### config.mk
export PLATFORM = sky130hd
export DESIGN_NAME = audio_mixer
export DESIGN_NICKNAME = d
export VERILOG_FILES = /design/src/msx_pkg.sv /design/src/audio_mixer.sv
export SDC_FILE = /design/constraint.sdc
export NUM_CORES = 1
export LEC_CHECK = 0
export BUFFER_PORTS_ARGS = -buffer_cell sky130_fd_sc_hd__buf_2
export CAP_MARGIN = 10
export CORE_MARGIN = 1
export CORE_UTILIZATION = 45
export DETAILED_ROUTE_END_ITERATION = 7
export GPL_TIMING_DRIVEN = 0
export PLACE_DENSITY = 0.78
export SETUP_SLACK_MARGIN = 0.5
export SLEW_MARGIN = 0
export SYNTH_ARGS = -nofsm -noshare
export SYNTH_HDL_FRONTEND = slang
export SYNTH_SLANG_ARGS = --single-unit
### constraint.sdc
create_clock -name clock_bus -period 1.25 [get_ports clock_bus]
set_input_delay 0.25 -clock clock_bus [delete_from_list [all_inputs] [get_ports clock_bus]]
set_output_delay 0.25 -clock clock_bus [all_outputs]
set_load 0.01 [all_outputs]
### src/msx_pkg.sv
package msx_pkg;

   // CPU address and data bus
   typedef logic [15:0] addr_t;
   typedef logic [7:0]  data_t;

   // One bus cycle as issued by the master
   // op_fetch is a memory read with M1 active
   typedef enum logic [2:0] {
      op_mem_rd,
      op_mem_wr,
      op_io_rd,
      op_io_wr,
      op_fetch
   } bus_op_t;

   // Primary slot register, two bits per 16 KB page
   // Bits 1:0 select the slot of page 0, bits 7:6 the slot of page 3
   typedef logic [7:0] slot_cfg_t;

   // Signed audio sample
   typedef logic signed [15:0] sample_t;

   // I/O port of the primary slot register
   localparam logic [7:0] port_slot = 8'hA8;

   // I/O port of PPI port C
   // Bit 7 key click, bit 4 cassette motor off
   localparam logic [7:0] port_ppi_c = 8'hAA;

   // Audio weights of the system sounds
   localparam logic [15:0] keyclick_weight = 16'd512;
   localparam logic [15:0] tape_weight     = 16'd256;

endpackage
### src/audio_mixer.sv
module audio_mixer
   import msx_pkg::*;
(
   input  logic    clock_bus,
   input  logic    arst_n,
   input  sample_t psg_sample,
   input  logic    keyclick,
   input  logic    tape_in,
   input  logic    tape_motor_on,
   output sample_t audio
);

   logic signed [16:0] click_add;
   logic signed [16:0] tape_add;
   logic signed [16:0] mix;
   sample_t            mix_sat;

   assign click_add = keyclick ? {1'b0, keyclick_weight} : '0;

   // Tape input is only monitored while the motor is stopped
   assign tape_add = (tape_in && !tape_motor_on) ? {1'b0, tape_weight} : '0;

   // One guard bit is enough for three terms of this size
   assign mix = {psg_sample[15], psg_sample} + click_add + tape_add;

   always_comb begin
      case (mix[16:15])
         2'b01:   mix_sat = 16'sh7FFF;
         2'b10:   mix_sat = 16'sh8000;
         default: mix_sat = mix[15:0];
      endcase
   end

   always_ff @(posedge clock_bus or negedge arst_n) begin
      if (!arst_n)
         audio <= '0;
      else
         audio <= mix_sat;
   end

endmodule

Word-level counts from Yosys, hierarchy flattened --
Index checks and enable logic that the tools add are counted. W data, S select, Z words.
Cells by class: add/subtract/negate cells 2, reductions and logical operators 2, mux-type cells 3, equal/unequal tests 2
Operators with widths (number):
- $pmux W16 S2 | 1
- $add A16 B11 Y17 | 1
- $add A17 B9 Y17 | 1
- $mux W10 | 1
- $mux W9 | 1
- $eq A2 B1 Y1 const B | 1
- $eq A2 B2 Y1 const B | 1
- $logic_and A1 B1 Y1 | 1
- $logic_not A1 Y1 | 1
Word-level totals: bits in registers 16, word-level logic and storage cells 10, output and inout bits 16

Depth between registers and ports, before layout --
depth after elaboration 6, mapped depth 12

Least setup slack after synthesis --
OpenSTA, ideal clock, no wires.
kind in2reg, from in tape_in, to reg audio[9], required time 1.108 ns, slack -1.109 ns, arrival 2.217 ns, stages on the path 12, library setup time 0.142 ns, buffers on the path 2, path through nor2b_1 > ha_1 > inv_1 > fa_1 > nand3b_1 > o21a_1 > ha_1 > buf_6 > inv_1 > nand2_1 > clkbuf_1 > o21ai_0
On the way: longest elaborated chain between the ends 5, elaborated cells on any way between the ends 6
RTL lines:
- from (decl) | line audio_mixer.sv:8 | input logic tape_in,
- $logic_and A1 B1 Y1 * | line audio_mixer.sv:21 | assign tape_add = (tape_in && !tape_motor_on) ? {1'b0, tape_weight} : '0;
- $mux W9 * | line audio_mixer.sv:21
- $add A17 B9 Y17 * | line audio_mixer.sv:24 | assign mix = {psg_sample[15], psg_sample} + click_add + tape_add;
- $eq A2 B2 Y1 or $eq A2 B1 Y1 (tied branches) | line audio_mixer.sv:27 | case (mix[16:15])
- $pmux W16 S2 * | line audio_mixer.sv:27
- via mix_sat[9] | line audio_mixer.sv:16 | sample_t mix_sat;
- to (signal assigned) | line audio_mixer.sv:38 | audio <= mix_sat;
- to (decl) | line audio_mixer.sv:10 | output sample_t audio
Mark *: on every way through the listed nets, which the timed path passes. The rest lies on a longest branch.

Worst setup path in the final report --
from in tape_motor_on, to reg audio[0]
On the way: longest elaborated chain between the ends 6, elaborated cells on any way between the ends 7
RTL lines:
- from (decl) | line audio_mixer.sv:9 | input logic tape_motor_on,
- $logic_not A1 Y1 * | line audio_mixer.sv:21
- $logic_and A1 B1 Y1 * | line audio_mixer.sv:21
- $mux W9 * | line audio_mixer.sv:21
- $add A17 B9 Y17 * | line audio_mixer.sv:24
- $eq A2 B2 Y1 or $eq A2 B1 Y1 (tied branches) | line audio_mixer.sv:27
- $pmux W16 S2 * | line audio_mixer.sv:27
- via mix_sat[0] | line audio_mixer.sv:16
Marks and branches as above.

==> impl_metrics.tcl <==
set metrics [dict create \
    synth_top_area_cell "dfrtp_1" \
    synth-edff-count 0 \
    largest_register_ffs 16 \
    core_area_um2 1541 \
    hold_viol_final 0 \
    place_congestion 0.7380 \
    die-height_um 43.08 \
    worst-path-max-fanout 7 \
    grt-ovfl-total 0 \
    min_to "audio[2]" \
    fin_ws_ns -0.6566 \
    syn_nets 104 \
    layout-drive-gt1-share_pct 53.54 \
    wl_per_cell_um 10.56 \
    grt_pass1_vias 626 \
    violations "negative setup slack" \
    place.detailed.hpwl_mm 1.002 \
    setup_viol 16 \
    power_density_nw_per_um2 1075 \
    switching_power_mw 0.3447 \
    maxCapViolCount 0 \
    cts_sinks 16 \
    finalCritPeriodShare_pct 152.5 \
    period_needed_ns 1.907 \
    h-tree-depth 1 \
    start_util_pct 49.27 \
    vias_per_cell 4.720 \
    syn_area_um2 759.5 \
    outcome "complete, but fails checks" \
    ctsRootBufferMaster "clkbuf_4" \
    clk_pin_slew_ns 0.09 \
    yosysWarnings 0 \
    drt_pass1_iterations 4 \
    hp-start "psg_sample[2]" \
    worstPathArrival_ns 2.07 \
    leakage_nw 0.6314 \
    dr.first_iter.drc_count 3 \
    synth_common_cells "22 x nand2_1, 16 x dfrtp_1, 6 x inv_1" \
    place_area_um2 997.2 \
    ys_ff_latch 16 \
    areaGrowthSynthToFinish_pct 56.51 \
    hp-class "in2reg" \
    grt_max_degree 17 \
    crit_path_start_kind "primary input" \
    cts_buffers 3 \
    port_buffers 36 \
    clock.fmax_mhz 524.5 \
    ant_nets 0 \
    drt-total-wl_mm 1.510 \
    synth_flop_cell "dfrtp_1" \
    antenna_cells 0 \
    grt_pass1_wl_mm 2.525 \
    nets 154 \
    cts_max_path_buffers 2 \
    final_area_um2 1189 \
    rsz0062_at_grt "true" \
    num_rows 14 \
    finalMaxSlewViolations 0 \
    hold_depth 3 \
    avgSynthCellArea_um2 9.737 \
    max_slew_margin_pct 74.76 \
    ys_types 21 \
    fp.dieW_um 43.08 \
    clkPwrFrac_pct 25.3 \
    power.share.combinational_pct 28.2 \
    seq_area_frac_synth_pct 52.72 \
    drc 0 \
    cp.required_ns 1.41 \
    critical_path_class "in2reg" \
    cts_tree "built" \
    dieArea_um2 1856 \
    n_fill_cell 114 \
    top_regs "audio x16" \
    tightest_slew_ns 0.3754 \
    ir_drop_v 0.0006312 \
    syn_inst 78 \
    total_power_mw 1.278 \
    p_int_mw 0.9333 \
    power_switching_share_pct 26.97 \
    yosys-top-cells-area "dfrtp_1 53%, nand2_1 11%, ha_1 6.6%" \
    grt_antenna_before_repair 0 \
    p_seq_share_pct 46.5 \
    regMostFlops "audio" \
    grt_usage_pct 17.93 \
    endpoint_kind "flop" \
    synth_top_area_share_pct 52.72 \
    async_flop_share_pct 100.0 \
    synthMostInstantiatedCell "nand2_1" \
    io_pins 37 \
    vias 675 \
]
[worst max-delay path, cell delays in order]
cell      delay (ns)
buf_6           0.10
nor2b_4         0.11
ha_4            0.15
inv_2           0.04
fa_2            0.33
nand3b_1        0.18
o21a_1          0.22
ha_4            0.27
buf_6           0.12
inv_4           0.04
nand2_4         0.06
clkbuf_8        0.14
nand2_1         0.06
[logic make-up after synthesis]
kind of cell               Yosys count  share of synthesized area, %
and+or+nand+nor                     33                         20.43
AOI/OAI and AO/OA                   13                         9.884
DFF                                 16                         52.72
buffers and inverters                9                         5.437
xor gates and xnor gates             2                         2.307
adders and majority gates            5                         9.226
[repair_timing]
item,in CTS,in global routing
cloned,1,0
hold endpoints to repair,16,0
pin swaps,4,0
hold buffers,1,0
setup endpoints to repair,32,32
buffers inserted,6,1
gates resized for setup,14,1
[final cells by class]
type	count	area, um2	area share, %
plain buffers	3	38.79	3.263
clock buffers	4	36.28	3.053
inverters	6	25.02	2.105
multi-input cells	53	399.1	33.58
flip-flops and latches	16	400.4	33.68
well taps	16	20.02	1.684
repair buffers	45	269.0	22.63
[layer usage]
metal,vias up,global-route usage (%),share of wire (%)
met5,-,0,0
met4,0,5.455,0.66
met3,2,2.979,6.6
met1,292,21.80,41
met2,26,31.94,52
li1,355,-,-
[through the flow]
step / hold slack [ns] / util (%) / instances / setup slack (ns) / setup TNS [ns]
final: 0.1700 / 77.11 / 143 / -0.6566 / -9.875
after global routing: 0.1786 / 77.11 / 143 / -0.7471 / -11.39
after CTS: 0.1645 / 76.46 / 142 / -0.6353 / -9.698
after detailed placement: 0.1684 / 64.69 / 130 / -1.108 / -17.26
after global placement: 0.1640 / 64.69 / 130 / -1.095 / -17.00
after floorplan: -0.04559 / - / 78 / -0.8936 / -13.85
[worst max-delay path by stage]
stage	end	cells past startpoint	slack, ns	start
finish	audio[0]	13	-0.66	tape_motor_on
global placement	audio[9]	13	-1.10	tape_motor_on
global route	audio[2]	13	-0.75	tape_motor_on
floorplan	audio[9]	12	-0.89	tape_in
CTS	audio[9]	13	-0.64	tape_motor_on
detailed placement	audio[9]	13	-1.11	tape_motor_on
[cells in the final DEF, fill, tap and decap left out]
cell type      Yosys  routed
nor2_2             0       1
nand2_1           22      17
nor2b_4            0       1
a21oi_4            0       1
inv_2              0       1
buf_2              0      34
buf_4              0       7
ha_4               0       3
nand3_1            1       1
clkbuf_4           0       3
o21a_1             1       1
nand2_4            0       1
nand2_2            0       4
a21oi_1            2       1
buf_6              1       3
a31oi_1            4       4
o31ai_1            1       1
o21ai_1            0       1
ha_1               4       1
and2_4             0       1
dlygate4sd3_1      0       1
or4_4              1       1
nand3b_1           1       1
inv_1              6       4
nor2_1             2       1
clkbuf_8           0       4
or3_1              3       3
o21ai_0            5       4
xor2_1             2       2
inv_4              0       1
fa_2               0       1
dfrtp_1           16      16
nand3_2            1       1
[power by group through the flow]
stage | Clock, mW | Sequential (mW) | Combinational, mW
after floorplan | 0 | 0.645 | 0.126
after global placement | 0 | 0.604 | 0.291
after detailed placement | 0 | 0.605 | 0.296
after CTS | 0.332 | 0.595 | 0.355
after global routing | 0.352 | 0.600 | 0.395
final | 0.324 | 0.594 | 0.360
Power figures use the tool's default switching activity.
