$ cat config.mk
export PLATFORM = sky130hd
export DESIGN_NAME = cpu_port
export DESIGN_NICKNAME = d
export VERILOG_FILES = /design/src/msx_pkg.sv /design/src/cpu_port.sv
export SDC_FILE = /design/constraint.sdc
export NUM_CORES = 1
export LEC_CHECK = 0
export ABC_AREA = 1
export BUFFER_PORTS_ARGS = -buffer_cell sky130_fd_sc_hd__buf_2
export CORE_MARGIN = 3
export CORE_UTILIZATION = 47
export CTS_CLUSTER_DIAMETER = 120
export DETAILED_ROUTE_END_ITERATION = 10
export GPL_ROUTABILITY_DRIVEN = 0
export PLACE_DENSITY_LB_ADDON = 0.05
export SYNTH_ARGS = -nofsm -noshare
export SYNTH_HDL_FRONTEND = slang
export SYNTH_SLANG_ARGS = --single-unit
$ cat constraint.sdc
create_clock -name clock_bus -period 3.3 [get_ports clock_bus]
set_clock_uncertainty 0.2 [all_clocks]
set_input_delay 0.66 -clock clock_bus [delete_from_list [all_inputs] [get_ports clock_bus]]
set_output_delay 0.66 -clock clock_bus [all_outputs]
set_load 0.02 [all_outputs]
$ cat src/msx_pkg.sv
package msx_pkg;

   // CPU address and data bus
   typedef logic [15:0] addr_t;
   typedef logic [7:0]  data_t;

   // One bus cycle as issued by the master
   // op_fetch is a memory read with M1 active
   typedef enum logic [2:0] {
      op_mem_rd,
      op_mem_wr,
      op_io_rd,
      op_io_wr,
      op_fetch
   } bus_op_t;

   // Primary slot register, two bits per 16 KB page
   // Bits 1:0 select the slot of page 0, bits 7:6 the slot of page 3
   typedef logic [7:0] slot_cfg_t;

   // Signed audio sample
   typedef logic signed [15:0] sample_t;

   // I/O port of the primary slot register
   localparam logic [7:0] port_slot = 8'hA8;

   // I/O port of PPI port C
   // Bit 7 key click, bit 4 cassette motor off
   localparam logic [7:0] port_ppi_c = 8'hAA;

   // Audio weights of the system sounds
   localparam logic [15:0] keyclick_weight = 16'd512;
   localparam logic [15:0] tape_weight     = 16'd256;

endpackage
$ cat src/cpu_port.sv
module cpu_port
   import msx_pkg::*;
(
   input  logic    clock_bus,
   input  logic    arst_n,
   // Four-phase request from the external master
   input  logic    req,
   input  bus_op_t op,
   input  addr_t   addr,
   input  data_t   wdata,
   output logic    ack,
   output data_t   rdata,
   // Internal access bus
   output logic    strobe,
   output addr_t   bus_addr,
   output data_t   bus_wdata,
   output logic    bus_wr,
   output logic    bus_io,
   // Read data sources
   input  data_t   io_rdata,
   input  logic    io_oe,
   input  data_t   mem_rdata,
   input  logic    mem_oe
);

   typedef enum logic [2:0] {
      st_idle,
      st_access,
      st_capture,
      st_m1_wait,
      st_ack,
      st_release
   } state_t;

   state_t state;
   state_t state_nxt;
   logic   fetch_q;
   data_t  io_data_q;
   logic   io_oe_q;

   always_comb begin
      state_nxt = state;
      case (state)
         st_idle: begin
            // New cycle only starts with ack low, which holds in idle
            if (req)
               state_nxt = st_access;
         end
         st_access:  state_nxt = st_capture;
         // MSX inserts one extra wait on every opcode fetch
         st_capture: state_nxt = fetch_q ? st_m1_wait : st_ack;
         st_m1_wait: state_nxt = st_ack;
         st_ack: begin
            if (!req)
               state_nxt = st_release;
         end
         st_release: state_nxt = st_idle;
         default:    state_nxt = st_idle;
      endcase
   end

   always_ff @(posedge clock_bus or negedge arst_n) begin
      if (!arst_n) begin
         state <= st_idle;
         ack   <= 1'b0;
      end else begin
         state <= state_nxt;
         ack   <= (state_nxt == st_ack) || (state_nxt == st_release);
      end
   end

   // Request fields held for the whole cycle
   always_ff @(posedge clock_bus) begin
      if (state == st_idle && req) begin
         bus_addr  <= addr;
         bus_wdata <= wdata;
         bus_wr    <= (op == op_mem_wr) || (op == op_io_wr);
         bus_io    <= (op == op_io_rd) || (op == op_io_wr);
         fetch_q   <= (op == op_fetch);
      end
   end

   // I/O data is only valid during the strobe, keep it for the capture cycle
   always_ff @(posedge clock_bus) begin
      if (state == st_access) begin
         io_data_q <= io_rdata;
         io_oe_q   <= io_oe;
      end
   end

   // Device data wins over slot data, open bus reads FF
   always_ff @(posedge clock_bus) begin
      if (state == st_capture && !bus_wr) begin
         if (io_oe_q)
            rdata <= io_data_q;
         else if (mem_oe)
            rdata <= mem_rdata;
         else
            rdata <= 8'hFF;
      end
   end

   assign strobe = (state == st_access);

endmodule

# --- Word-level counts from Yosys, hierarchy flattened ---
# Index checks and enable logic that the tools add are counted.
op_classes:
  eq_ne: 10
  n_mux: 6
  reduce_logical: 7
op_table:
  columns: ["operator", "count"]
  rows:
  - ["8-bit two-way mux", 2]
  - ["3-bit case mux with 5 select lines", 1]
  - ["3-bit by 2-bit equality test with 1-bit output (second input constant)", 4]
  - ["3-bit equality test (second input constant)", 4]
  - ["3-bit two-way mux", 3]
  - ["3-bit by 1-bit equality test with 1-bit output (second input constant)", 2]
  - ["3-bit logical NOT", 1]
  - ["1-bit logical OR", 3]
  - ["1-bit logical AND", 2]
  - ["1-bit logical NOT", 1]
totals:
  ff_bits: 48
  out_inout_bits: 36

# --- Depth between registers and ports, before layout ---
# Gate-level depths: netlist (run 1).
depth:
  depth_word: 4
  ltp_mapped: 4

# --- Least setup slack after synthesis (run 1) ---
# No wires, ideal clock.
synth_path:
  path_type: "in2reg"
  from: "input port req"
  to: "register bus_addr[0], enable pin"
  setup_ps: 382
  arrival_time_ps: 1372
  path_slack_ps: 1347
  stages: 4
  path_buffers: 0
  path_cell_list: "inv_1 -> nor2_1 -> nand2_1 -> inv_1"
synth_via:
  elab_chain_cells: 1
synth_rtl:
  columns: ["element", "line", "rtl"]
  rows:
  - ["start, declared", "cpu_port.sv:7", "input logic req,"]
  - ["1-bit logical AND", "cpu_port.sv:74", "if (state == st_idle && req) begin"]
  - ["end signal, assigned", "cpu_port.sv:75", "bus_addr <= addr;"]
  - ["end, declared", "cpu_port.sv:15", "output addr_t bus_addr,"]
# Every way passes these cells.
# A chain may end at the register's enable or synchronous reset.

# --- Worst setup path in the final report (run 1) ---
layout_path:
  from: "register state[2]"
  to: "output port strobe"
layout_via:
  elab_chain_cells: 1
layout_rtl:
  columns: ["element", "line", "rtl"]
  rows:
  - ["start, declared", "cpu_port.sv:35", "state_t state;"]
  - ["start signal, assigned", "cpu_port.sv:64", "state <= st_idle;"]
  - ["start signal, assigned", "cpu_port.sv:67", "state <= state_nxt;"]
  - ["3-bit by 1-bit equality test with 1-bit output", "cpu_port.sv:103", "assign strobe = (state == st_access);"]
  - ["end, declared", "cpu_port.sv:14", "output logic strobe,"]
# Every way passes these cells.

==> reports/qor.txt, run 1 <==
Top-count cell post-synth -> edfxtp_1
Worst EP required -> 2.44 ns
Synth top area share -> 0.800
Ranking of synthesized cells by area -> edfxtp_1 80%, dfrtp_1 6.1%, nand2_1 4.8%, o21ai_0 3.0%, inv_1 1.8%
Power Dens Cells -> 693 nW/um^2
R2r setup slk -> 1.29 ns
Syn Std Cell Area -> 1650 sq um
Final Hold Viols -> 0
Area occupied by multi-input gates -> 181 sq um
Achievable frequency -> 424 MHz
Core ar. -> 3200 sq um
CTS tree -> yes
RR Endpoint -> bus_addr[3]
R2R Path Start -> state[0]
Drt via density -> 4.61
Slew @ Worst Pin -> 1.05 ns
Worst Setup Path Type -> reg2out
Ports -> 84
Max Root-Sink Buffers -> 2
Final setup violation count -> 0
Synth Register Bits -> 48
Post_cts resized -> 0
Row Count -> 20
IO Port Bufs -> 83
# clock sinks -> 48
Sequential share of the synthesized area -> 0.861
Layout cell share with drive strength beyond 1 -> 0.472
TritonRoute pass-1 iters -> 5
Top cells by count, synth -> 44 x edfxtp_1, 21 x nand2_1, 10 x o21ai_0
Status -> finished, final reports clean
Fin crit share -> 0.715
Placement-stage worst setup slack -> 1.04 ns
Final design utilization -> 0.677
Max FO, Critical Path -> 10
R2R depth -> 3
Ys flop type -> edfxtp_1
Wire per inst -> 12.7 microns
Crit path cell chain -> inv_2, nand3_1, inv_1, buf_2
ANT cells -> 0
Hold Path End -> bus_addr[0]
Hold path depth -> 1
Clk root buf -> clkbuf_4
Die Width -> 65.3 microns
Max VDD drop -> 0.380 mV
Number of flops mapped to enable cells by yosys -> 44
Mapped Nets -> 150
Min cycle time layout -> 2.36 ns
Global Route Usage Sum -> 0.143
Antenna violations before repair -> 0
YS warnings -> 0
Max-Cap Viols -> 0
Routed WL -> 3.01 mm
Largest stage delay on the critical path -> 0.46 ns
Initial Util -> 0.516
TNS Setup -> 0 ns
Register area -> 1420 sq um
Syn Inst Count -> 102
Fin nets -> 240
Worst rel slew slack -> 0.297
Hold Path Class -> in2reg
Synth-to-Final Area Change -> 31.4%
Fillers -> 256
ANT nets after route -> 0
Clk slew on worst S/H paths -> 0.12 ns
Fin. max-slew vios -> 0
Lkg Pwr -> 0.000968 uW
Largest area contributor in the netlist -> edfxtp_1
Worst EP arrival -> 1.50 ns
Syn_area_per_cell -> 16.2 sq um
Yosys cell types -> 11
Worst-Skew Late Latency -> 0.33 ns
# DRC -> 0
Hold path start -> addr[0]
DPL Wire Length -> 2.31 mm
Routed vias -> 1092
Worst path slowest cell -> dfrtp_1
Largest net degree at the start of global routing -> 28
H-tree Lvls -> 2
Die H -> 65.3 microns
Cts bufs inserted -> 5
Worst setup EP type -> primary output
Grt total ovfl -> 0
Final cell count without fillers -> 237
RSZ-0062 raised after global routing -> no
Placed cells -> 228
Worst setup margin -> 0.942 ns
Die area -> 4260 sq um
DRT iter0 DRCs -> 30
Ys async rst share -> 0.0833
Number of global-route vias before repair -> 1010
First-pass GRT wire length -> 4.46 mm
Startpoint type of the worst setup path -> flop
## placed cells by master (no fill, tap or decap)
master         count
nand2_2            1
clkbuf_1           2
o21ai_0           10
inv_1              8
nand3_1            3
nor2_1             7
dfrtp_1            4
buf_2             83
nand2_1           21
edfxtp_1          44
nor3_1             1
clkbuf_4           5
dlygate4sd3_1      1
clkinv_1           1
inv_2              2
## layer usage
metal,GRT usage,vias up,part of all wire
li1,-,536,-
met1,0.165,503,0.41
met2,0.233,51,0.48
met3,0.0769,2,0.10
met4,0.0363,0,0.0050
met5,0,-,0
## sequential cells by signal (all words and copies together), names as in the netlist, 3 cells and up
name,count
bus_wdata,8
rdata,8
bus_addr,16
state,3
io_data_q,8
## timing repair
action | 4_1_cts | 5_1_grt
hold buffers | 1 | 0
buffers inserted | 0 | 0
endpoints found under the setup margin | 0 | 0
endpoints found under the hold margin | 4 | 0
## power by group
part           internal [uW]  switching [uW]  leakage, uW
clock                   82.3             163    0.0000269
sequential               838            46.5     0.000460
combinational            108             266     0.000482
total                   1030             475     0.000968
## kinds of logic after synthesis
kind of cell | share of synthesized area
buffers and inverters | 0.0295
DFF | 0.861
and+or+nand+nor | 0.0795
AOI/OAI and AO/OA | 0.0303
## cell type report
class | instances | share of cell area
well taps | 44 | 0.0254
clock inverters | 1 | 0.00173
inverters | 10 | 0.0173
clock buffers | 7 | 0.0208
repair buffers | 84 | 0.196
flip-flops and latches | 48 | 0.655
multi-input cells | 43 | 0.0836
## worst max-delay path by stage
stage | startpoint | endpoint | slack, ns | cells past startpoint
after floorplan | req | bus_addr[0] | 1.35 | 4
after global placement | req | bus_addr[14] | 1.11 | 5
after detailed placement | req | bus_addr[8] | 1.04 | 5
after CTS | state[2] | strobe | 0.94 | 4
after global routing | state[2] | strobe | 0.81 | 4
final | state[2] | strobe | 0.94 | 4
## stage by stage
step	area (sq um)	power, uW	hold WS (ns)
2_1_floorplan	1650	1140	0.164
3_3_place_gp	2110	1260	0.265
3_5_place_dp	2110	1280	0.265
4_1_cts	2170	1520	0.275
5_1_grt	2170	1590	0.247
6_report	2170	1500	0.294
## critical path, delay by kind of cell (launching register included)
| kind | cells | cell delay [ns] |
|---|---|---|
| DFF | 1 | 0.46 |
| and+or+nand+nor | 1 | 0.09 |
| buffers and inverters | 3 | 0.62 |
Power figures use the tool's default switching activity.
==> run 2, diff against run 1 <==
CORE_UTILIZATION = 40   (was 47)
clock period = 1.96 ns   (was 3.3 ns; I/O delays follow)
==> run 2 against run 1 <==
Net effect:
- non-clock buffer count up 3
- sequential cell count did not move
- critical path depth stayed put
- largest cell class unchanged
- largest power group unchanged
==> reports/qor.txt, run 2 (synthesis gave the netlist of run 1 again) <==
Max Root-Sink Buffers -> 2 (unchanged)
Fin nets -> 243 (+1.3%)
CTS tree -> yes
Lkg Pwr -> 0.00100 uW (+3.5%)
Reg power frac -> 0.547 (-0.041)
Routed WL -> 3.26 mm (+8.4%)
Worst rel slew slack -> 0.802 (+0.505)
Worst-Skew Late Latency -> 0.29 ns (-0.04 ns)
Layout cell share with drive strength beyond 1 -> 0.490 (+0.0183)
Worst setup EP type -> primary output
Row Count -> 22 (+10%)
Achievable frequency -> 575 MHz
Die H -> 70.3 microns (+7.6%)
Final cell count without fillers -> 244 (+3.0%)
Status -> finished, final reports clean
Die Width -> 70.3 microns (+7.6%)
ANT cells -> 0 (unchanged)
Clock network power share -> 0.202 (+0.039)
Max VDD drop -> 0.717 mV (+89%)
Post_cts resized -> 0 (unchanged)
Worst EP required -> 1.37 ns (-1.07 ns)
Commonest non-fill, non-tap cell in the layout -> buf_2
R2r setup slk -> 0.44 ns (-0.85 ns)
Max FO, Critical Path -> 3 (-7)
Placement-stage worst setup slack -> 0.446 ns (-0.590 ns)
Largest net degree at the start of global routing -> 28 (unchanged)
Wire per inst -> 13.4 microns (+5.3%)
Max-Cap Viols -> 0 (unchanged)
Post-CTS Hold Buffers -> 1 (unchanged)
Drt via density -> 4.58 (-0.65%)
Hold Path End -> bus_addr[10]
Ports -> 84 (unchanged)
Core ar. -> 3830 sq um (+19%)
Fin. max-slew vios -> 0 (unchanged)
Grt total ovfl -> 0 (unchanged)
Placed cells -> 235 (+3.1%)
Worst setup margin -> 0.222 ns (-0.720 ns)
R2R Path Start -> state[0]
Worst Setup Path Type -> reg2out
Routed vias -> 1117 (+2.3%)
Sw frac -> 0.310 (-0.00570)
Antenna violations before repair -> 0 (unchanged)
Global Route Usage Sum -> 0.132 (-0.0108)
Power Dens Cells -> 1210 nW/um^2 (+75%)
Hold path start -> addr[10]
ANT nets after route -> 0 (unchanged)
Post-CTS Setup Bufs -> 0 (unchanged)
Highest-count cells in the layout ignoring fill and taps -> 83 x buf_2, 44 x edfxtp_1, 21 x nand2_1
Hold path depth -> 1 (unchanged)
Die area -> 4940 sq um (+16%)
Clk root buf -> clkbuf_8
Synth-to-Final Area Change -> 36.0%
Fin crit share -> 0.887
Cts bufs inserted -> 5 (unchanged)
Register area -> 1420 sq um (unchanged)
Final Hold Viols -> 0 (unchanged)
RR Endpoint -> bus_addr[13]
First-pass GRT wire length -> 4.86 mm (+9.1%)
Largest register FFs -> 16 (unchanged)
Fillers -> 327 (+28%)
# DRC -> 0 (unchanged)
Number of global-route vias before repair -> 1074 (+6.3%)
Final setup violation count -> 0 (unchanged)
IO Port Bufs -> 83 (unchanged)
Slew @ Worst Pin -> 0.297 ns (-0.749 ns)
TNS Setup -> 0 ns (unchanged)
Initial Util -> 0.432 (-0.0840)
RSZ-0062 raised after global routing -> no
Largest register by flop count -> bus_addr
Area occupied by multi-input gates -> 181 sq um (unchanged)
R2R depth -> 4 (+1)
# clock sinks -> 48 (unchanged)
Gate power share -> 0.252 (+0.003)
Clk slew on worst S/H paths -> 0.08 ns (-0.04 ns)
Hold Path Class -> in2reg
DRT iter0 DRCs -> 75 (+150%)
Min cycle time layout -> 1.74 ns
DPL Wire Length -> 2.57 mm (+11%)
Worst EP arrival -> 1.15 ns (-0.35 ns)
TritonRoute pass-1 iters -> 5 (unchanged)
NetSw -> 847 uW (+78%)
Internal power -> 1880 uW (+83%)
Startpoint type of the worst setup path -> flop
H-tree Lvls -> 2 (unchanged)
[run 2: layout make-up]
cell class,instances,area share
Clock inverter,2,0.00557
Sequential cell,48,0.633
Multi-Input combinational cell,43,0.0808
Clock buffer,6,0.0323
Inverter,10,0.0167
Timing Repair Buffer,87,0.205
Tap cell,48,0.0267
[run 2: per-stage QoR]
step           instance area [sq um]  hold WS (ns)  utilization  power [uW]
5_1_grt                         2250        0.0448        0.587        2880
4_1_cts                         2250        0.0547        0.587        2760
3_5_place_dp                    2150       0.00154        0.562        2210
6_report                        2250        0.0660        0.587        2730
3_3_place_gp                    2150      -0.00332        0.562        2180
2_1_floorplan                   1650        -0.104            -        1910
[run 2: worst max path at each step]
| stage | from | endpoint | slack (ns) | cells past startpoint |
|---|---|---|---|---|
| 2_1_floorplan | state[0] | bus_addr[0] | 0.21 | 3 |
| 3_3_place_gp | req | bus_addr[15] | 0.52 | 6 |
| 3_5_place_dp | req | bus_addr[2] | 0.45 | 6 |
| 4_1_cts | state[2] | strobe | 0.22 | 4 |
| 5_1_grt | state[2] | strobe | 0.13 | 4 |
| 6_report | state[1] | strobe | 0.22 | 4 |
[run 2: power by group through the flow]
stage	combinational (uW)	clock (uW)	sequential, uW
6_report	687	550	1490
3_5_place_dp	693	0	1510
4_1_cts	696	569	1490
3_3_place_gp	675	0	1500
2_1_floorplan	238	0	1670
5_1_grt	746	623	1510
[run 2: routing by layer]
layer / GRT usage / vias to the layer above / wire length, microns
met1: 0.153 / 517 / 1290
met2: 0.219 / 57 / 1670
li1: - / 538 / -
met4: 0.0511 / 0 / 47
met3: 0.0504 / 5 / 256
met5: 0 / - / 0
[run 2: worst max-delay path, stage by stage, from the launching register on]
cell	delay, ns
dfrtp_1	0.42
inv_1	0.10
nand3_1	0.10
inv_1	0.08
buf_2	0.16
