==> config.mk <==
export PLATFORM = sky130hd
export DESIGN_NAME = io_ports
export DESIGN_NICKNAME = d
export VERILOG_FILES = /design/src/msx_pkg.sv /design/src/io_ports.sv
export SDC_FILE = /design/constraint.sdc
export NUM_CORES = 1
export LEC_CHECK = 0
export BUFFER_PORTS_ARGS = -buffer_cell sky130_fd_sc_hd__buf_2
export CELL_PAD_IN_SITES_DETAIL_PLACEMENT = 0
export CELL_PAD_IN_SITES_GLOBAL_PLACEMENT = 2
export CORE_AREA = 2 2 60 68
export CTS_CLUSTER_DIAMETER = 80
export CTS_CLUSTER_SIZE = 14
export DETAILED_ROUTE_END_ITERATION = 8
export DIE_AREA = 0 0 62 70
export GPL_ROUTABILITY_DRIVEN = 0
export PLACE_DENSITY_LB_ADDON = 0.1
export SLEW_MARGIN = 40
export SYNTH_ARGS = -nofsm -noshare
export SYNTH_HDL_FRONTEND = slang
export SYNTH_SLANG_ARGS = --single-unit
==> constraint.sdc <==
create_clock -name clock_bus -period 1.7 [get_ports clock_bus]
set_input_delay 0.51 -clock clock_bus [delete_from_list [all_inputs] [get_ports clock_bus]]
set_output_delay 0.51 -clock clock_bus [all_outputs]
set_load 0.03 [all_outputs]
==> src/msx_pkg.sv <==
package msx_pkg;

   // CPU address and data bus
   typedef logic [15:0] addr_t;
   typedef logic [7:0]  data_t;

   // One bus cycle as issued by the master
   // op_fetch is a memory read with M1 active
   typedef enum logic [2:0] {
      op_mem_rd,
      op_mem_wr,
      op_io_rd,
      op_io_wr,
      op_fetch
   } bus_op_t;

   // Primary slot register, two bits per 16 KB page
   // Bits 1:0 select the slot of page 0, bits 7:6 the slot of page 3
   typedef logic [7:0] slot_cfg_t;

   // Signed audio sample
   typedef logic signed [15:0] sample_t;

   // I/O port of the primary slot register
   localparam logic [7:0] port_slot = 8'hA8;

   // I/O port of PPI port C
   // Bit 7 key click, bit 4 cassette motor off
   localparam logic [7:0] port_ppi_c = 8'hAA;

   // Audio weights of the system sounds
   localparam logic [15:0] keyclick_weight = 16'd512;
   localparam logic [15:0] tape_weight     = 16'd256;

endpackage
==> src/io_ports.sv <==
module io_ports
   import msx_pkg::*;
(
   input  logic      clock_bus,
   input  logic      arst_n,
   // Internal access bus
   input  logic      strobe,
   input  addr_t     bus_addr,
   input  data_t     bus_wdata,
   input  logic      bus_wr,
   input  logic      bus_io,
   // Read data back to the CPU side
   output data_t     io_rdata,
   output logic      io_oe,
   // System controls
   output slot_cfg_t slot_cfg,
   output logic      keyclick,
   output logic      tape_motor_on
);

   slot_cfg_t slot_reg;
   data_t     ppi_c;
   logic      io_cycle;
   logic      sel_slot;
   logic      sel_ppi_c;

   // Z80 I/O space only decodes the low address byte
   assign io_cycle  = strobe & bus_io;
   assign sel_slot  = (bus_addr[7:0] == port_slot);
   assign sel_ppi_c = (bus_addr[7:0] == port_ppi_c);

   // Port C resets with the motor-off bit set, so the motor starts stopped
   always_ff @(posedge clock_bus or negedge arst_n) begin
      if (!arst_n) begin
         slot_reg <= '0;
         ppi_c    <= 8'h10;
      end else if (io_cycle && bus_wr) begin
         if (sel_slot)
            slot_reg <= bus_wdata;
         if (sel_ppi_c)
            ppi_c <= bus_wdata;
      end
   end

   always_comb begin
      io_rdata = 8'hFF;
      if (sel_slot)
         io_rdata = slot_reg;
      else if (sel_ppi_c)
         io_rdata = ppi_c;
   end

   // Claim the read only for ports this block owns
   assign io_oe = io_cycle & ~bus_wr & (sel_slot | sel_ppi_c);

   assign slot_cfg = slot_reg;

   // Low nibble of port C selects the keyboard row, not used here
   assign keyclick      = ppi_c[7];
   assign tape_motor_on = ~ppi_c[4];

endmodule

* Yosys cells after proc, flatten, opt, wreduce, memory -nomap -nowiden
Cells that the tools add are included.
** Storage, ports and cells
- Logic and storage cells :: 15
- Input bits :: 29
- Register bits after elaboration :: 16
- Output and inout port bits :: 19
** Operators by class
- Muxes and demuxes :: 2
- Eq/ne operators :: 2
- Bitwise gates (word level) :: 6
- Reduce and logical (&&, ||, !) cells :: 3
** Operators by type and width (count)
- equality test 8 bit, second input constant :: 2
- two-way mux 8 bit :: 2
- AND reduction 2 bit :: 2
- bitwise AND 1 bit :: 3
- NOT 1 bit :: 2
- logical AND 1 bit :: 1
- bitwise OR 1 bit :: 1

* Logic depth before layout (Yosys ltp)
Gate-level depths: netlist (run 1).
- Depth in word-level cells :: 3
- Gate-level depth with buffers :: 4
- Mapped depth without buffers :: 3

* Least setup slack after synthesis (run 1)
Ideal clock, no wire load.
- Kind :: in2out
- Start point :: input port bus_addr[6]
- End point :: output port io_oe
- Path buffers :: 0
- Slack :: -0.179 ns
- Required time :: 1.190 ns
- Data arrival time :: 1.369 ns
- Stages :: 3
- Cell sequence :: and4bb_2 nand3_1 nor2_1
** On the way
- Word-level cells in the longest chain between the ends :: 3
- Elaborated cells between the ends (all ways) :: 4
- Those cells by class :: eq/ne: 2; bitwise: 2
** Ends and longest elaborated chain
- start: declaration :: RTL line io_ports.sv:8 : input addr_t bus_addr,
- equality test 8 bit (on tied branches) :: RTL line io_ports.sv:29, io_ports.sv:30
- bitwise OR 1 bit * :: RTL line io_ports.sv:54 : assign io_oe = io_cycle & ~bus_wr & (sel_slot | sel_ppi_c);
- bitwise AND 1 bit * :: RTL line io_ports.sv:54
- end: declaration :: RTL line io_ports.sv:14 : output logic io_oe,
Mark *: on every way between the ends. The rest lies on a longest branch, timed or not.

* Worst setup path in the final report (run 1)
- Start point :: input port bus_addr[0]
- End point :: output port io_rdata[6]
** On the way
- Word-level cells in the longest chain between the ends :: 3
- Elaborated cells between the ends (all ways) :: 4
- Those cells by class :: eq/ne: 2; mux: 2
** Ends and longest elaborated chain
- equality test 8 bit :: RTL line io_ports.sv:30 : assign sel_ppi_c = (bus_addr[7:0] == port_ppi_c);
- two-way mux 8 bit :: RTL line io_ports.sv:49 : else if (sel_ppi_c)
- two-way mux 8 bit * :: RTL line io_ports.sv:47 : if (sel_slot)
- end: declaration :: RTL line io_ports.sv:13 : output data_t io_rdata,
Marks and branches as above.

==> flow_metrics.py, run 1 <==
metrics = {
    "critical_path": {
        "start_kind": "primary input",
        "path_common_cell": "buf_6",
        "rrSetupSlack_ps": 920,
        "max_stage_delay_ps": 310,
        "worstPathArrival_ps": 1400,
        "path_cells": "buf_6 -> and4bb_2 -> and2_4 -> nand2_4 -> buf_6",
        "ff2ff_path_depth": 1,
        "crit_type": "in -> out",
        "reg2reg_to": "ppi_c[7]$_DFFE_PN0P_",
        "cp-end-kind": "output port",
        "slowest_stage": "and2_4",
        "r2r-start": "ppi_c[7]$_DFFE_PN0P_",
        "required_ps": 1190,
        "startpoint": "bus_addr[0]",
        "worstPathMaxFanout": 8,
        "critPathCapture": "io_rdata[6]",
    },
    "cells_and_area": {
        "layout-drive-gt1-share": 0.750,
        "final_common_cell": "buf_2",
        "multi_input_area_um2": 468,
        "syn2layout_area_growth_pct": 59.6,
        "n_antenna_cell": 0,
        "fillers": 381,
        "nets": 138,
        "regArea_um2": 402,
        "final_util": 0.349,
        "most-common-layout-cells": "28 x buf_2, 16 x mux2_2, 15 x dfrtp_1",
    },
    "clock_tree": {
        "htree_levels": 1,
        "cts_buffers": 3,
        "clkTransAtPathRegs_ps": 60,
        "cts_num_sinks": 16,
        "clockRootBuffer": "clkbuf_8",
        "tritoncts": "built",
        "holdBufCountCts": 0,
        "clockBufferDepth": 2,
        "clk-insertion-delay-late_ps": 240,
    },
    "drt": {
        "wl_per_cell_um": 12.7,
        "drt-total-wl_mm": 2.04,
        "vias": 645,
        "vias_per_cell": 4.03,
        "dr.first_iter.drc_count": 10,
        "drcViolationCount": 0,
        "first_pass_iters": 2,
        "postRouteAntennaNets": 0,
    },
    "global_routing": {
        "grt_max_degree": 17,
        "globalRouteTotalUtil": 0.0987,
        "grt-ovfl-total": 0,
        "antenna_found_initial": 0,
        "grt_pass1_wl_mm": 3.14,
        "grt_pass1_vias": 682,
    },
    "power_and_ir_drop": {
        "pwr-share-clk": 0.406,
        "p_per_area_mw_per_mm2": 621,
        "power.leakage_nw": 0.670,
        "p_int_mw": 0.637,
        "power_switching_mw": 0.176,
        "peakVddDrop_mv": 0.303,
        "combinationalPowerShare": 0.114,
        "p_sw_frac": 0.217,
        "p_seq_frac": 0.480,
    },
    "flow_run": {
        "max-cap-violations": 0,
    },
    "synth": {
        "syn-cell-area_um2": 821,
        "ys_seq_area_frac": 0.489,
        "ys_seq_elements": 16,
        "syn_nets": 90,
        "synth_xor_area_frac": 0,
        "synthAdderAreaFrac": 0,
        "muxShareOfSynthArea": 0.317,
        "syn-instance-count": 61,
        "yosys.area_share.simple": 0.169,
        "synth-compound-area-share": 0,
        "yosysUniqueCellTypes": 16,
        "syn_area_per_cell_um2": 13.5,
        "yosysWarnings": 0,
        "synth_top_family_by_area": "multiplexers",
    },
    "floorplanning": {
        "initial_core_util": 0.219,
        "die_area_mm2": 0.00434,
        "die_y_um": 70,
        "core_mm2": 0.00375,
        "die_width_um": 62,
        "rows": 24,
        "pin_count": 48,
    },
    "sta": {
        "rsz0062_at_grt": "true",
        "final-max-slew-violation-count": 0,
        "fin_crit_ps": 1910,
        "finalCritPeriodShare": 1.13,
        "fin_skew_ps": 0,
        "tns_ps": -1850,
        "setup_viol": 9,
        "maxSlewHeadroom": 0.760,
        "setup_ws_ps": -213,
        "fmax_ghz": 0.523,
        "hold_ws_ps": 169,
        "hold_viol": 0,
        "worst_pin_slew_ps": 360,
    },
    "status": {
        "outcome": "finished, violations left",
        "failed_checks": "setup timing",
    },
    "placed_design": {
        "io_buffers": 39,
        "hpwl_mm": 1.51,
        "dp_slack_ps": -258,
    },
    "worst_hold_path": {
        "hold_class": "in -> async",
    },
}
==> cell families (layout without fill, tap and decap cells) <==
family / after synthesis / after routing
multiplexers: 24 / 24
buffers and inverters: 3 / 50
flip-flops: 16 / 16
AND/OR/NAND/NOR: 18 / 18
==> power groups by stage <==
stage | Sequential (mW) | Combinational, mW | Clock [mW]
after detailed placement | 0.397 | 0.0856 | 0
after CTS | 0.390 | 0.0951 | 0.346
after floorplan | 0.403 | 0.0357 | 0
after global placement | 0.397 | 0.0847 | 0
after global routing | 0.390 | 0.101 | 0.364
final | 0.390 | 0.0926 | 0.330
==> timing repair <==
action / 4_1_cts / 5_1_grt
endpoints found under the setup margin: 9 / 9
gates resized for setup: 23 / 1
setup buffers: 3 / 1
pin swaps: 3 / 3
==> cell type report <==
cell class | count | area share
multi-input combinational | 42 | 0.357
tap | 52 | 0.0497
inverter | 1 | 0.00287
clock buffer | 4 | 0.0420
timing repair buffer | 45 | 0.242
sequential | 16 | 0.307
==> metal layers <==
metal	wire length, µm	part of all wire	GRT usage
met4	19	0.0093	0.0355
met5	0	0	0
met2	1080	0.53	0.166
met3	130	0.064	0.0296
met1	808	0.40	0.114
==> synthesized netlist by cell type <==
cell type / count / area, µm²
mux2i_1: 8 / 80.1
nor2b_1: 1 / 6.26
and4bb_2: 1 / 12.5
buf_2: 1 / 5.00
nor2_1: 1 / 3.75
nand3_1: 1 / 5.00
mux2_2: 16 / 180
nand2_1: 8 / 30.0
buf_6: 1 / 11.3
and2_2: 1 / 7.51
nand4_4: 2 / 42.5
nor3b_4: 1 / 18.8
dfstp_2: 1 / 26.3
and2_1: 2 / 12.5
inv_1: 1 / 3.75
dfrtp_1: 15 / 375
==> per-stage QoR <==
stage | power [mW] | std cells | cell area (µm²)
after global placement | 0.482 | 153 | 1150
final | 0.813 | 160 | 1310
after detailed placement | 0.483 | 153 | 1150
after floorplan | 0.439 | 61 | 900
after global routing | 0.855 | 160 | 1310
after CTS | 0.831 | 160 | 1310
==> worst min-delay path by stage <==
stage	slack [ps]	end	startpoint
2_1_floorplan	210	ppi_c[0]$_DFFE_PN0P_	arst_n
3_3_place_gp	460	slot_cfg[6]$_DFFE_PN0P_	arst_n
3_5_place_dp	450	slot_cfg[6]$_DFFE_PN0P_	arst_n
4_1_cts	180	slot_cfg[6]$_DFFE_PN0P_	arst_n
5_1_grt	200	slot_cfg[6]$_DFFE_PN0P_	arst_n
6_report	170	slot_cfg[6]$_DFFE_PN0P_	arst_n
==> worst max-delay path: cells and delay by family <==
family	cells	cell delay [ps]
buffers and inverters	2	230
and+or+nand+nor	3	660
==> sequential cells by signal, summed over array words and instances, names as in the netlist <==
name,count
slot_cfg,8
ppi_c,8
(Power assumes the default switching activity.)
==> inputs of run 2 (changes only) <==
--- a/config.mk
+++ b/config.mk
@@ -14,6 +14,7 @@
 export DETAILED_ROUTE_END_ITERATION = 8
 export DIE_AREA = 0 0 62 70
 export GPL_ROUTABILITY_DRIVEN = 0
+export GPL_TIMING_DRIVEN = 0
 export PLACE_DENSITY_LB_ADDON = 0.1
 export SLEW_MARGIN = 40
 export SYNTH_ARGS = -nofsm -noshare
==> run 2 against run 1 <==
  * The run still ends with setup timing left
  * Worst hold slack improved by 0.86 ps
  * Worst setup slack improved by 3.4 ps
  * Via count increased by 2.3%
  * Sequential power about the same
  * Critical path type unchanged
  * Combinational power decreased by 4.0%
  * Design area decreased by 0.96%
==> flow_metrics.py, run 2 (synthesized netlist as in run 1, its figures left out) <==
metrics = {
    "status": {
        "outcome": "finished, violations left",
        "failed_checks": "setup timing",
    },
    "sta": {
        "fmax_ghz": 0.524,
        "hold_viol": 0,
        "final-max-slew-violation-count": 0,
        "rsz0062_at_grt": "true",
        "fin_crit_ps": 1910,
        "fin_skew_ps": 0,
        "setup_viol": 9,
        "finalCritPeriodShare": 1.12,
        "maxSlewHeadroom": 0.759,
        "setup_ws_ps": -209,
        "hold_ws_ps": 170,
        "worst_pin_slew_ps": 362,
    },
    "power_and_ir_drop": {
        "pwr-share-clk": 0.406,
        "peakVddDrop_mv": 0.376,
        "combinationalPowerShare": 0.110,
        "p_int_mw": 0.635,
        "p_seq_frac": 0.484,
        "power_switching_mw": 0.172,
        "total_power_mw": 0.807,
        "power.leakage_nw": 0.658,
        "p_sw_frac": 0.214,
        "p_per_area_mw_per_mm2": 622,
    },
    "drt": {
        "drcViolationCount": 0,
        "drt-total-wl_mm": 1.97,
        "first_pass_iters": 2,
        "dr.first_iter.drc_count": 5,
        "postRouteAntennaNets": 0,
        "vias": 660,
        "vias_per_cell": 4.20,
        "wl_per_cell_um": 12.6,
    },
    "cells_and_area": {
        "fillers": 391,
        "syn2layout_area_growth_pct": 58.1,
        "layout-drive-gt1-share": 0.733,
        "n_antenna_cell": 0,
        "nets": 135,
        "final_common_cell": "buf_2",
        "most-common-layout-cells": "27 x buf_2, 16 x mux2_2, 15 x dfrtp_1",
    },
    "global_routing": {
        "grt_pass1_wl_mm": 3.13,
        "grt_pass1_vias": 715,
        "grt_max_degree": 17,
        "antenna_found_initial": 0,
        "globalRouteTotalUtil": 0.0979,
        "grt-ovfl-total": 0,
    },
    "floorplanning": {
        "core_mm2": 0.00375,
        "pin_count": 48,
        "die_area_mm2": 0.00434,
        "die_width_um": 62,
        "die_y_um": 70,
        "initial_core_util": 0.219,
        "rows": 24,
    },
    "placed_design": {
        "hpwl_mm": 1.48,
        "io_buffers": 38,
    },
    "critical_path": {
        "crit_type": "in -> out",
        "worstPathMaxFanout": 8,
        "required_ps": 1190,
        "worstPathArrival_ps": 1400,
        "cp-end-kind": "output port",
        "start_kind": "primary input",
    },
    "clock_tree": {
        "clockBufferDepth": 2,
        "cts_num_sinks": 16,
        "clockRootBuffer": "clkbuf_8",
        "htree_levels": 1,
        "cts_buffers": 3,
        "clkTransAtPathRegs_ps": 60,
        "clk-insertion-delay-late_ps": 240,
        "tritoncts": "built",
    },
    "flow_run": {
        "max-cap-violations": 0,
    },
    "worst_hold_path": {
        "hold_class": "in -> async",
    },
}
==> run 2: layer usage <==
| metal | vias up | global-route usage | routed length [µm] | part of all wire |
|---|---|---|---|---|
| met2 | 21 | 0.175 | 1100 | 0.56 |
| li1 | 305 | - | - | - |
| met4 | 0 | 0.0355 | 19 | 0.0096 |
| met1 | 332 | 0.106 | 750 | 0.38 |
| met5 | - | 0 | 0 | 0 |
| met3 | 2 | 0.0241 | 107 | 0.054 |
==> run 2: layout make-up <==
cell class | count | area, µm² | share of cell area
multi-input combinational | 42 | 467 | 0.360
sequential | 16 | 402 | 0.310
timing repair buffer | 40 | 274 | 0.211
clock buffer | 4 | 55.1 | 0.0424
inverter | 1 | 3.75 | 0.00289
buffer | 2 | 31.3 | 0.0241
tap | 52 | 65.1 | 0.0501
==> run 2: worst paths after layout <==
path | startpoint | to | slack, ps | cells after the start
min reg2reg | ppi_c[3]$_DFFE_PN0P_ | ppi_c[3]$_DFFE_PN0P_ | 500 | 1
min | arst_n | slot_cfg[6]$_DFFE_PN0P_ | 170 | 1
max in group asynchronous | arst_n | ppi_c[4]$_DFFE_PN1P_ | 1220 | 1
max | bus_addr[0] | io_rdata[6] | -210 | 6
min in group clock_bus | ppi_c[3]$_DFFE_PN0P_ | ppi_c[3]$_DFFE_PN0P_ | 500 | 1
max reg2reg | slot_cfg[7]$_DFFE_PN0P_ | slot_cfg[7]$_DFFE_PN0P_ | 920 | 1
==> run 2: per-stage QoR <==
stage | cells | util | setup slack (ps) | TNS, ps | cell area, µm²
after detailed placement | 151 | 0.308 | -368 | -3210 | 1150
after floorplan | 61 | - | -83.2 | -733 | 900
after global placement | 151 | 0.308 | -363 | -3080 | 1150
after global routing | 157 | 0.346 | -239 | -2100 | 1300
after CTS | 157 | 0.344 | -220 | -1910 | 1290
final | 157 | 0.346 | -209 | -1830 | 1300
==> run 2: critical path: stages <==
cell and delay, ps:
buf_6 90, and4bb_4 320, and2_4 140, buf_12 150
nand2_4 50, buf_6 140
==> run 2: power groups by stage <==
stage	Sequential, mW	Combinational (mW)	Clock [mW]
detailed placement	0.397	0.0835	0
finish	0.390	0.0889	0.328
global placement	0.397	0.0830	0
floorplan	0.403	0.0357	0
global route	0.391	0.0971	0.364
CTS	0.390	0.0897	0.343
==> run 2: timing repair <==
action,4_1_cts,5_1_grt
cloned,0,0
setup endpoints to repair,9,9
hold buffers,0,0
pin swaps,2,1
buffers inserted,2,0
resized for setup,20,1
